`config.mk`:
```
export PLATFORM = sky130hd
export DESIGN_NAME = lockstep_top
export DESIGN_NICKNAME = d
export VERILOG_FILES = /design/src/rtl/lockstep_pkg.sv /design/src/rtl/core_out_if.sv /design/src/rtl/acc_core.sv /design/src/rtl/lockstep_compare.sv /design/src/rtl/lockstep_delay_line.sv /design/src/rtl/lockstep_reset_ctrl.sv /design/src/rtl/lockstep_top.sv
export VERILOG_INCLUDE_DIRS = /design/src /design/src/include
export SDC_FILE = /design/constraint.sdc
export NUM_CORES = 1
export LEC_CHECK = 0
export BUFFER_PORTS_ARGS = -buffer_cell sky130_fd_sc_hd__buf_2
export CORE_MARGIN = 5
export CORE_UTILIZATION = 59
export DETAILED_ROUTE_END_ITERATION = 10
export PLACE_DENSITY = 0.78
export SYNTH_ARGS = -nofsm -noshare
export SYNTH_HDL_FRONTEND = slang
export SYNTH_SLANG_ARGS = --single-unit
```
`constraint.sdc`:
```
create_clock -name clk_i -period 1.5 [get_ports clk_i]
set_input_delay 0.3 -clock clk_i [delete_from_list [all_inputs] [get_ports clk_i]]
set_output_delay 0.3 -clock clk_i [all_outputs]
set_load 0.01 [all_outputs]
```
`src/include/lockstep_cfg.svh`:
```
`ifndef LOCKSTEP_CFG_SVH
`define LOCKSTEP_CFG_SVH

// Cycles by which the shadow core trails the main core, must be 2 or more
`define LS_OFFSET 2

// Accumulator and command data width
`define LS_DATA_W 32

// Opcode field width
`define LS_OP_W 3

`endif

```
`src/rtl/lockstep_pkg.sv`:
```
`include "lockstep_cfg.svh"

package lockstep_pkg;

  ////////////////////////////////////////
  // Multibit enable
  ////////////////////////////////////////

  localparam int unsigned MUBI_W = 4;

  typedef logic [MUBI_W-1:0] mubi_t;

  // Anything other than MUBI_OFF is treated as enabled
  localparam mubi_t MUBI_ON  = 4'b0101;
  localparam mubi_t MUBI_OFF = 4'b1010;

  ////////////////////////////////////////
  // Accumulator opcodes
  ////////////////////////////////////////

  // Encodings 4 to 7 are illegal and raise the minor alert
  typedef enum logic [`LS_OP_W-1:0] {
    OP_NOP  = 3'd0,
    OP_ADD  = 3'd1,
    OP_XOR  = 3'd2,
    OP_LOAD = 3'd3
  } op_e;

endpackage

```
`src/rtl/core_out_if.sv`:
```
`timescale 1ns/1ps
`include "lockstep_cfg.svh"

interface core_out_if;

  logic                  res_valid;
  logic [`LS_DATA_W-1:0] acc;
  logic                  zero;
  logic                  carry;

  // Core side drives the results
  modport src (output res_valid, output acc, output zero, output carry);

  // Checker side only observes
  modport dst (input res_valid, input acc, input zero, input carry);

endinterface

```
`src/rtl/acc_core.sv`:
```
`timescale 1ns/1ps
`include "lockstep_cfg.svh"

module acc_core (
  input  logic                  clk_i,
  input  logic                  rst_ni,
  input  logic                  cmd_valid_i,
  input  lockstep_pkg::op_e     cmd_op_i,
  input  logic [`LS_DATA_W-1:0] cmd_data_i,
  core_out_if.src               res,
  output logic                  alert_minor_o
);

  logic [`LS_DATA_W-1:0] acc_d, acc_q;
  logic                  carry_d, carry_q;
  logic                  zero_q;
  logic                  res_valid_q;
  logic                  illegal_op;
  logic                  alert_q;

  ////////////////////////////////////////
  // Next state
  ////////////////////////////////////////

  always_comb begin
    acc_d      = acc_q;
    carry_d    = carry_q;
    illegal_op = 1'b0;
    case (cmd_op_i)
      lockstep_pkg::OP_NOP: begin
        acc_d = acc_q;
      end
      lockstep_pkg::OP_ADD: begin
        {carry_d, acc_d} = {1'b0, acc_q} + {1'b0, cmd_data_i};
      end
      lockstep_pkg::OP_XOR: begin
        acc_d   = acc_q ^ cmd_data_i;
        carry_d = 1'b0;
      end
      lockstep_pkg::OP_LOAD: begin
        acc_d   = cmd_data_i;
        carry_d = 1'b0;
      end
      // Unknown encodings behave as NOP
      default: begin
        illegal_op = 1'b1;
      end
    endcase
  end

  ////////////////////////////////////////
  // State and result registers
  ////////////////////////////////////////

  always_ff @(posedge clk_i or negedge rst_ni) begin
    if (!rst_ni) begin
      acc_q       <= '0;
      carry_q     <= 1'b0;
      zero_q      <= 1'b0;
      res_valid_q <= 1'b0;
      alert_q     <= 1'b0;
    end else begin
      res_valid_q <= cmd_valid_i;
      if (cmd_valid_i) begin
        acc_q   <= acc_d;
        carry_q <= carry_d;
        // Zero flag only refreshes on a command
        zero_q  <= (acc_d == '0);
      end
      // Sticky until reset
      if (cmd_valid_i && illegal_op) begin
        alert_q <= 1'b1;
      end
    end
  end

  assign res.res_valid  = res_valid_q;
  assign res.acc        = acc_q;
  assign res.zero       = zero_q;
  assign res.carry      = carry_q;
  assign alert_minor_o  = alert_q;

endmodule

```
`src/rtl/lockstep_compare.sv`:
```
`timescale 1ns/1ps
`include "lockstep_cfg.svh"

module lockstep_compare (
  input  logic                clk_i,
  input  lockstep_pkg::mubi_t cmp_en_i,
  core_out_if.dst             shadow,
  core_out_if.dst             main,
  output logic                alert_major_o
);

  logic                  res_valid_q;
  logic [`LS_DATA_W-1:0] acc_q;
  logic                  zero_q;
  logic                  carry_q;
  logic                  mismatch;

  // One extra stage on the shadow side, matched by the longer main delay
  always_ff @(posedge clk_i) begin
    res_valid_q <= shadow.res_valid;
    acc_q       <= shadow.acc;
    zero_q      <= shadow.zero;
    carry_q     <= shadow.carry;
  end

  assign mismatch = (res_valid_q != main.res_valid) |
                    (acc_q       != main.acc)       |
                    (zero_q      != main.zero)      |
                    (carry_q     != main.carry);

  // A corrupted enable still counts as on
  assign alert_major_o = (cmp_en_i != lockstep_pkg::MUBI_OFF) & mismatch;

endmodule

```
`src/rtl/lockstep_delay_line.sv`:
```
`timescale 1ns/1ps

module lockstep_delay_line #(
  parameter int unsigned WIDTH = 8,
  parameter int unsigned DEPTH = 2
) (
  input  logic             clk_i,
  input  logic             rst_ni,
  input  logic [WIDTH-1:0] data_i,
  output logic [WIDTH-1:0] data_o
);

  // Stage DEPTH-1 takes the new value, stage 0 is the oldest
  logic [DEPTH-1:0][WIDTH-1:0] stage_q;

  always_ff @(posedge clk_i or negedge rst_ni) begin
    if (!rst_ni) begin
      stage_q <= '0;
    end else begin
      for (int unsigned i = 0; i < DEPTH - 1; i++) begin
        stage_q[i] <= stage_q[i+1];
      end
      stage_q[DEPTH-1] <= data_i;
    end
  end

  assign data_o = stage_q[0];

endmodule

```
`src/rtl/lockstep_reset_ctrl.sv`:
```
`timescale 1ns/1ps
`include "lockstep_cfg.svh"

module lockstep_reset_ctrl (
  input  logic                clk_i,
  input  logic                rst_ni,
  output logic                shadow_rst_no,
  output lockstep_pkg::mubi_t cmp_en_o
);

  localparam int unsigned CntW = $clog2(`LS_OFFSET);
  localparam logic [CntW-1:0] CntMax = CntW'(`LS_OFFSET - 1);

  logic [CntW-1:0]     cnt_q;
  lockstep_pkg::mubi_t set_d, set_q;
  lockstep_pkg::mubi_t en_q;

  ////////////////////////////////////////
  // Offset counter
  ////////////////////////////////////////

  // Saturates once the shadow release point is reached
  always_ff @(posedge clk_i or negedge rst_ni) begin
    if (!rst_ni) begin
      cnt_q <= '0;
    end else if (cnt_q != CntMax) begin
      cnt_q <= cnt_q + CntW'(1);
    end
  end

  assign set_d = (cnt_q >= CntMax) ? lockstep_pkg::MUBI_ON : lockstep_pkg::MUBI_OFF;

  ////////////////////////////////////////
  // Release and enable flops
  ////////////////////////////////////////

  always_ff @(posedge clk_i or negedge rst_ni) begin
    if (!rst_ni) begin
      set_q <= lockstep_pkg::MUBI_OFF;
      en_q  <= lockstep_pkg::MUBI_OFF;
    end else begin
      set_q <= set_d;
      // Comparison starts one cycle after the shadow leaves reset
      en_q  <= set_q;
    end
  end

  // Asserts with rst_ni, releases on a clock edge
  assign shadow_rst_no = set_q[0];
  assign cmp_en_o      = en_q;

endmodule

```
`src/rtl/lockstep_top.sv`:
```
`timescale 1ns/1ps
`include "lockstep_cfg.svh"

module lockstep_top (
  input  logic                  clk_i,
  input  logic                  rst_ni,

  // Main core commands
  input  logic                  cmd_valid_i,
  input  lockstep_pkg::op_e     cmd_op_i,
  input  logic [`LS_DATA_W-1:0] cmd_data_i,

  // Main core results
  input  logic                  core_res_valid_i,
  input  logic [`LS_DATA_W-1:0] core_acc_i,
  input  logic                  core_zero_i,
  input  logic                  core_carry_i,

  output logic                  alert_major_o,
  output logic                  alert_minor_o
);

  localparam int unsigned CmdW = 1 + `LS_OP_W + `LS_DATA_W;
  localparam int unsigned OutW = 3 + `LS_DATA_W;

  logic                shadow_rst_n;
  lockstep_pkg::mubi_t cmp_en;
  logic [CmdW-1:0]     cmd_dly;
  logic [OutW-1:0]     main_out_dly;

  core_out_if shadow_out ();
  core_out_if main_dly ();

  ////////////////////////////////////////
  // Reset and enable sequencing
  ////////////////////////////////////////

  lockstep_reset_ctrl u_reset_ctrl (
    .clk_i         (clk_i),
    .rst_ni        (rst_ni),
    .shadow_rst_no (shadow_rst_n),
    .cmp_en_o      (cmp_en)
  );

  ////////////////////////////////////////
  // Input delay and shadow core
  ////////////////////////////////////////

  lockstep_delay_line #(
    .WIDTH (CmdW),
    .DEPTH (`LS_OFFSET)
  ) u_in_dly (
    .clk_i  (clk_i),
    .rst_ni (rst_ni),
    .data_i ({cmd_valid_i, cmd_op_i, cmd_data_i}),
    .data_o (cmd_dly)
  );

  acc_core u_shadow_core (
    .clk_i         (clk_i),
    .rst_ni        (shadow_rst_n),
    .cmd_valid_i   (cmd_dly[CmdW-1]),
    .cmd_op_i      (lockstep_pkg::op_e'(cmd_dly[`LS_DATA_W +: `LS_OP_W])),
    .cmd_data_i    (cmd_dly[`LS_DATA_W-1:0]),
    .res           (shadow_out.src),
    .alert_minor_o (alert_minor_o)
  );

  ////////////////////////////////////////
  // Main output delay
  ////////////////////////////////////////

  // One cycle longer to cover the shadow result register in the checker
  lockstep_delay_line #(
    .WIDTH (OutW),
    .DEPTH (`LS_OFFSET + 1)
  ) u_out_dly (
    .clk_i  (clk_i),
    .rst_ni (rst_ni),
    .data_i ({core_res_valid_i, core_acc_i, core_zero_i, core_carry_i}),
    .data_o (main_out_dly)
  );

  assign {main_dly.res_valid, main_dly.acc, main_dly.zero, main_dly.carry} = main_out_dly;

  ////////////////////////////////////////
  // Comparison
  ////////////////////////////////////////

  lockstep_compare u_compare (
    .clk_i         (clk_i),
    .cmp_en_i      (cmp_en),
    .shadow        (shadow_out.dst),
    .main          (main_dly.dst),
    .alert_major_o (alert_major_o)
  );

endmodule

```
== After elaboration in Yosys (flattened, before gate mapping) ==
Index checks and enable logic that the tools add are counted.

* Output and inout port bits: 2
* Logic and storage cells: 45
* Register bits: 257

* Equality and inequality tests: 8
* Bitwise logic cells: 5
* Multiplexer cells: 5
* Magnitude comparators: 1
* Reductions and logical operators: 7
* Add/subtract/negate cells: 2

{| class="wikitable"
|+ Operators by type and width
! cell !! count
|-
| case mux 32 bit (3 select lines) || 1
|-
| adder 32 x 32 -> 33 bit || 1
|-
| zero test 32 bit || 1
|-
| inequality test 32 bit || 1
|-
| bitwise XOR 32 bit || 1
|-
| equality test 3 x 2 -> 1 bit (second input constant) || 2
|-
| two-way mux 4 bit || 1
|-
| inequality test 4 bit (second input constant) || 1
|-
| OR reduction 4 bit || 1
|-
| equality test 3 x 1 -> 1 bit (second input constant) || 1
|-
| zero test 3 bit || 1
|-
| inequality test 1 bit || 3
|-
| bitwise OR 1 bit || 3
|-
| two-way mux 1 bit || 2
|-
| case mux 1 bit (2 select lines) || 1
|-
| AND reduction 2 bit || 1
|-
| nonzero test 2 bit || 1
|-
| OR reduction 2 bit || 1
|-
| adder 1 bit (second input constant) || 1
|-
| bitwise AND 1 bit || 1
|-
| >= comparator 1 bit (second input constant) || 1
|-
| logical AND 1 bit || 1
|}

== Depth between registers and ports, before layout ==
* Depth after elaboration: 5
* Gate-level depth with buffers: 12

== Hierarchy ==
Synthesis repeated with hierarchy kept, for this count alone.

* Cells, all modules: 863
* Area, all modules: 10418.7 um^2

{| class="wikitable"
|+ Modules (own cells, without submodules)
! module !! times used !! area an instance (um^2) !! cells an instance
|-
| acc_core || 1 || 4212.8 || 522
|-
| lockstep_delay_line at u_out_dly || 1 || 2890.3 || 140
|-
| lockstep_delay_line at u_in_dly || 1 || 2072.0 || 108
|-
| lockstep_compare || 1 || 1093.5 || 84
|-
| lockstep_reset_ctrl || 1 || 150.1 || 9
|}

== Worst setup path before layout ==
Ideal clock, no wire load.

* Path kind: register to register
* Start point: register u_in_dly.stage_q, in the netlist u_in_dly.data_o[0]
* End point: register u_shadow_core.zero_q (netlist: u_shadow_core.res.zero)
* Arrival: 2925 ps
* Stages on the path, launching flop included: 13
* Path slack: -1525 ps
* Data required time: 1399 ps
* Clock period less this slack: 3025 ps
* Path through: dfrtp_1 -> ha_1 -> fa_1 -> a21o_1 -> a221oi_2 -> o21ai_1 -> xor2_1 -> o211ai_1 -> a21bo_1 -> nor4b_1 -> and4b_1 -> nand4_1 -> o32ai_1

* Longest elaborated chain between the ends: 3
* Elaborated cells on any way between the ends: 4

{| class="wikitable"
|+ RTL lines
! what !! line !! source
|-
| start, declared || lockstep_delay_line.sv:14 || <nowiki>logic [DEPTH-1:0][WIDTH-1:0] stage_q;</nowiki>
|-
| start signal, assigned by index || lockstep_delay_line.sv:21 || <nowiki>stage_q[i] <= stage_q[i+1];</nowiki>
|-
| start signal, assigned by index || lockstep_delay_line.sv:23 || <nowiki>stage_q[DEPTH-1] <= data_i;</nowiki>
|-
| adder 32 x 32 -> 33 bit or bitwise XOR 32 bit (tied branches) || acc_core.sv:34, acc_core.sv:37 ||
|-
| case mux 32 bit (3 select lines) * || acc_core.sv:29 || <nowiki>case (cmd_op_i)</nowiki>
|-
| zero test 32 bit * || acc_core.sv:68 || <nowiki>zero_q <= (acc_d == '0);</nowiki>
|-
| end signal, assigned || acc_core.sv:68 ||
|-
| end, declared || acc_core.sv:16 || <nowiki>logic zero_q;</nowiki>
|}

Every way passes the cells marked *; elsewhere a longest branch is shown, timed or not.
A chain may end at the register's enable or synchronous reset.

== Final worst setup path ==
* Start point: register u_shadow_core.acc_q[0] (netlist: u_shadow_core.res.acc[0])
* End point: register u_shadow_core.zero_q (netlist: u_shadow_core.res.zero)

* Longest elaborated chain between the ends: 3
* Elaborated cells on any way between the ends: 4

{| class="wikitable"
|+ RTL lines
! what !! line !! source
|-
| start, declared || acc_core.sv:14 || <nowiki>logic [`LS_DATA_W-1:0] acc_d, acc_q;</nowiki>
|-
| start signal, assigned || acc_core.sv:57 || <nowiki>acc_q <= '0;</nowiki>
|-
| start signal, assigned || acc_core.sv:65 || <nowiki>acc_q <= acc_d;</nowiki>
|-
| adder 32 x 32 -> 33 bit or bitwise XOR 32 bit (tied branches) || acc_core.sv:34, acc_core.sv:37 ||
|-
| case mux 32 bit (3 select lines) * || acc_core.sv:29 ||
|-
| zero test 32 bit * || acc_core.sv:68 ||
|}

Marks and branches as above.

==> impl_metrics.env <==
export IMPL_hold_violations=0
export IMPL_powerDensity_mw_per_mm2=1610
export IMPL_clockPowerShare=0.271
export IMPL_rows=47
export IMPL_portBuffers=74
export IMPL_synth_simple_area_share=0.101
export IMPL_setup_ws_ns=-1.83
export IMPL_postRouteAntennaNets=0
export IMPL_crit_chain="ha_4, fa_2, buf_4, buf_4, buf_4, xnor2_2, nand2_1, o21ai_2, a21oi_2, nor3_1, nand4_1, nor4b_2, and4b_1, nand4_1, o32ai_2"
export IMPL_max_cap_violations=0
export IMPL_relSlewSlack=0.589
export IMPL_crit_start="u_shadow_core.res.acc[0]"
export IMPL_synth_edff_count=0
export IMPL_coreArea_mm2=0.0165
export IMPL_slowest_stage="dfrtp_1"
export IMPL_io_pins=75
export IMPL_htree_num_levels=1
export IMPL_dp_hpwl_um=20500
export IMPL_critPathRequiredTime_ns=1.93
export IMPL_clock_skew_ns=0.0162
export IMPL_grt_overflow=0
export IMPL_period_needed_ns=3.33
export IMPL_r2r_slack_ns=-1.83
export IMPL_yosys_warnings=0
export IMPL_rsz0062_at_grt="yes"
export IMPL_final_max_slew_viol_count=0
export IMPL_setup_violations=34
export IMPL_finalCritPeriodShare=2.22
export IMPL_crit_fanout=3
export IMPL_synth_compound_area_frac=0.141
export IMPL_crit_path_max_incr_delay_ns=0.42
export IMPL_drive_gt1_frac=0.382
export IMPL_drt_wl_total_um=33100
export IMPL_hold_path_class="reg -> async"
export IMPL_design_die_area_mm2=0.0195
export IMPL_clockRootBuffer="clkbuf_16"
export IMPL_first_pass_iters=6
export IMPL_power_frac_seq=0.346
export IMPL_post_drt_via_cell_ratio=5.99
export IMPL_wire_per_inst_um=22.8
export IMPL_r2r_start="u_shadow_core.res.acc[0]"
export IMPL_grt_usage=0.331
export IMPL_switching_share=0.330
export IMPL_route_detailed_drc=0
export IMPL_grt_pass1_vias=8950
export IMPL_muxShareOfSynthArea=0.0124
export IMPL_gp_congestion=0.968
export IMPL_rr_endpoint="u_shadow_core.res.zero"
export IMPL_vias=8695
export IMPL_drt_iter0_drc=1165
export IMPL_tightest_slew_ns=0.608
export IMPL_mappedNetlistArea_mm2=0.00991
export IMPL_numClockSinks=253
export IMPL_numCtsBuffers=25
export IMPL_violations="setup timing"
export IMPL_p_int_mw=15.7
export IMPL_max_freq_mhz=301
export IMPL_fin_util=0.881
export IMPL_area_growth_pct=46.9
export IMPL_grt_pass1_wl_um=50300
export IMPL_clkTransAtPathRegs_ns=0.06
export IMPL_synth_top_family_by_area="compound AO/OA/AOI/OAI gates"
export IMPL_leakage_nw=6.62
export IMPL_dp_slack_ns=-1.76
export IMPL_grt_max_degree=42
export IMPL_multi_input_area_mm2=0.00415
export IMPL_avgSynthCellArea_um2=11.8
export IMPL_cp_start_kind="flip-flop"
export IMPL_nFillCells=706
export IMPL_seq_area_frac_synth=0.622
export IMPL_crit_arrival_ns=3.76
export IMPL_ir_drop_mv=1.43
export IMPL_comb_power_share=0.383
export IMPL_initial_core_util=0.600
export IMPL_num_antenna_cells=0
export IMPL_synth_cell_types=72
export IMPL_p_sw_mw=7.72
export IMPL_ff_latch_area_mm2=0.00616
export IMPL_clk_latency_ns=0.53
export IMPL_max_clock_path_buffers=3
export IMPL_synth_seq_cells=253
export IMPL_reg2reg_depth=15
export IMPL_status="complete, but fails checks"
export IMPL_critPathCaptureType="flip-flop"
export IMPL_die_h_um=140
export IMPL_setup_tns_ns=-39.42
export IMPL_async_reset_ff_frac=0.862
export IMPL_synthAdderAreaFrac=0.0424
export IMPL_antenna_found_initial=0
export IMPL_die_x_um=140
export IMPL_critical_path_class="reg -> reg"
export IMPL_cts_tree="built"
export IMPL_syn_nets=949
export IMPL_synth_cells=843
export IMPL_total_power_mw=23.4
export IMPL_timing_critical_path_mode_cell="buf_4"
export IMPL_ys_flop_type="dfrtp_1"
export IMPL_nets=1318
export IMPL_synth_xor_area_frac=0.0557
[area by class of cell]
type | instances | share of cell area
well taps | 220 | 0.0189
multi-input cells | 528 | 0.285
inverters | 14 | 0.00361
clock buffers | 39 | 0.0507
flip-flops and latches | 253 | 0.423
clock inverters | 7 | 0.00688
repair buffers | 390 | 0.211
[placed cells by master (no fill, tap or decap), types with 4 or more instances in the layout]
master         count
a21oi_2           24
o21ai_0           14
buf_6             14
mux2i_1           10
clkbuf_16         25
or3_4              4
xor2_1            16
nand2b_1           4
a211oi_1           5
nand4_1           19
dfxtp_1           35
o21a_1             5
o21ai_2            4
clkbuf_8           6
o21ai_1           24
xnor2_1           40
o211ai_1           6
o21ai_4            5
ha_1              25
clkbuf_1           8
a21oi_1           31
inv_1             14
nand2_1           76
a32oi_1            4
buf_4            223
nor2_1            46
dfrtp_2            5
nor4_1            14
nand3_1            8
nor3_1             8
dfrtp_1          211
buf_2             73
and3_1             5
a21o_1            14
a221oi_2          13
dlygate4sd3_1     72
ha_4               5
xnor2_2            7
buf_12             8
[synthesized netlist by cell type (all sizes together), types with 4 or more instances]
| library cell | n | area (um^2) |
|---|---|---|
| nor2 | 48 | 180 |
| and3 | 5 | 31.3 |
| mux2i | 10 | 100 |
| a32oi | 5 | 43.8 |
| xnor2 | 47 | 412 |
| nand2 | 77 | 289 |
| xor2 | 16 | 140 |
| o21a | 6 | 45.0 |
| a31oi | 5 | 31.3 |
| nand4 | 19 | 119 |
| o21ai | 47 | 239 |
| a221oi | 15 | 138 |
| o31ai | 8 | 73.8 |
| nor4 | 16 | 100 |
| nor3 | 10 | 50.1 |
| a211oi | 7 | 52.6 |
| clkbuf | 39 | 146 |
| dfrtp | 216 | 5410 |
| o211ai | 6 | 45.0 |
| buf | 9 | 47.5 |
| nand2b | 5 | 31.3 |
| a21o | 14 | 105 |
| inv | 14 | 52.6 |
| ha | 32 | 400 |
| or3 | 7 | 43.8 |
| o2111ai | 4 | 35.0 |
| nand3 | 10 | 55.1 |
| dfxtp | 35 | 701 |
| a21oi | 58 | 302 |
[per-stage QoR]
stage,hold WS [ns],std cells,area [um^2]
5_1_grt,0.314,1451,14600
3_3_place_gp,0.259,1314,12300
3_5_place_dp,0.257,1314,12300
4_1_cts,0.282,1445,14200
2_1_floorplan,0.00441,843,10100
6_report,0.280,1451,14600
[power groups by stage]
| stage | Clock [mW] | Sequential (mW) | Combinational (mW) |
|---|---|---|---|
| finish | 6.33 | 8.10 | 8.94 |
| global route | 6.78 | 8.15 | 9.40 |
| CTS | 6.39 | 8.06 | 7.96 |
| detailed placement | 0 | 8.15 | 7.23 |
| global placement | 0 | 8.09 | 7.10 |
| floorplan | 0 | 8.09 | 3.77 |
[cells by family after synthesis]
group,Yosys count
AO/OA/AOI/OAI,209
multiplexers,12
other,1
flip-flops,253
XOR/XNOR,63
AND/OR/NAND/NOR,210
adder cells (fa/ha/maj),33
buffers and inverters,62
[metal layers]
layer	GRT usage	wire [um]	up-vias	share of wire
met4	0.122	1930	0	0.058
li1	-	-	3739	-
met5	0	0	-	0
met1	0.419	12100	4189	0.37
met2	0.567	15900	581	0.48
met3	0.0714	3140	186	0.095
[how the worst max path moves through the flow]
stage,end,cells after the start
after floorplan,u_shadow_core.res.zero,12
after global placement,u_shadow_core.res.zero,11
after detailed placement,u_shadow_core.res.zero,11
after CTS,u_shadow_core.res.zero,13
after global routing,u_shadow_core.res.zero,15
final,u_shadow_core.res.zero,15
[critical path: cells and delay by family, from the launching register on]
family                     cells  cell delay [ns]
adders and majority gates      2             0.51
AOI/OAI and AO/OA              3             0.49
xor gates and xnor gates       1             0.14
buffers and inverters          3             0.41
DFF                            1             0.42
and+or+nand+nor                6             1.25
[state kept, by name, summed over array words and instances, names as in the netlist]
register                     count
u_out_dly.data_o                35
u_compare.zero_q                 1
u_in_dly.data_o                 36
u_compare.res_valid_q            1
u_shadow_core.res.zero           1
u_shadow_core.res.carry          1
u_shadow_core.res.res_valid      1
u_out_dly.stage_q               70
u_reset_ctrl.cmp_en_o            2
u_in_dly.stage_q                36
u_reset_ctrl.set_q               2
u_reset_ctrl.cnt_q               1
u_shadow_core.res.acc           32
u_compare.carry_q                1
u_compare.acc_q                 32
u_shadow_core.alert_minor_o      1
[what timing repair did]
| item | 4_1_cts | 5_1_grt |
|---|---|---|
| endpoints found under the hold margin | 99 | 0 |
| gates resized for setup | 60 | 60 |
| setup buffers | 17 | 12 |
| pin swaps | 46 | 45 |
| endpoints found under the setup margin | 35 | 35 |
| hold buffers | 72 | 0 |
Note: power is estimated with default switching activity, not from simulation.
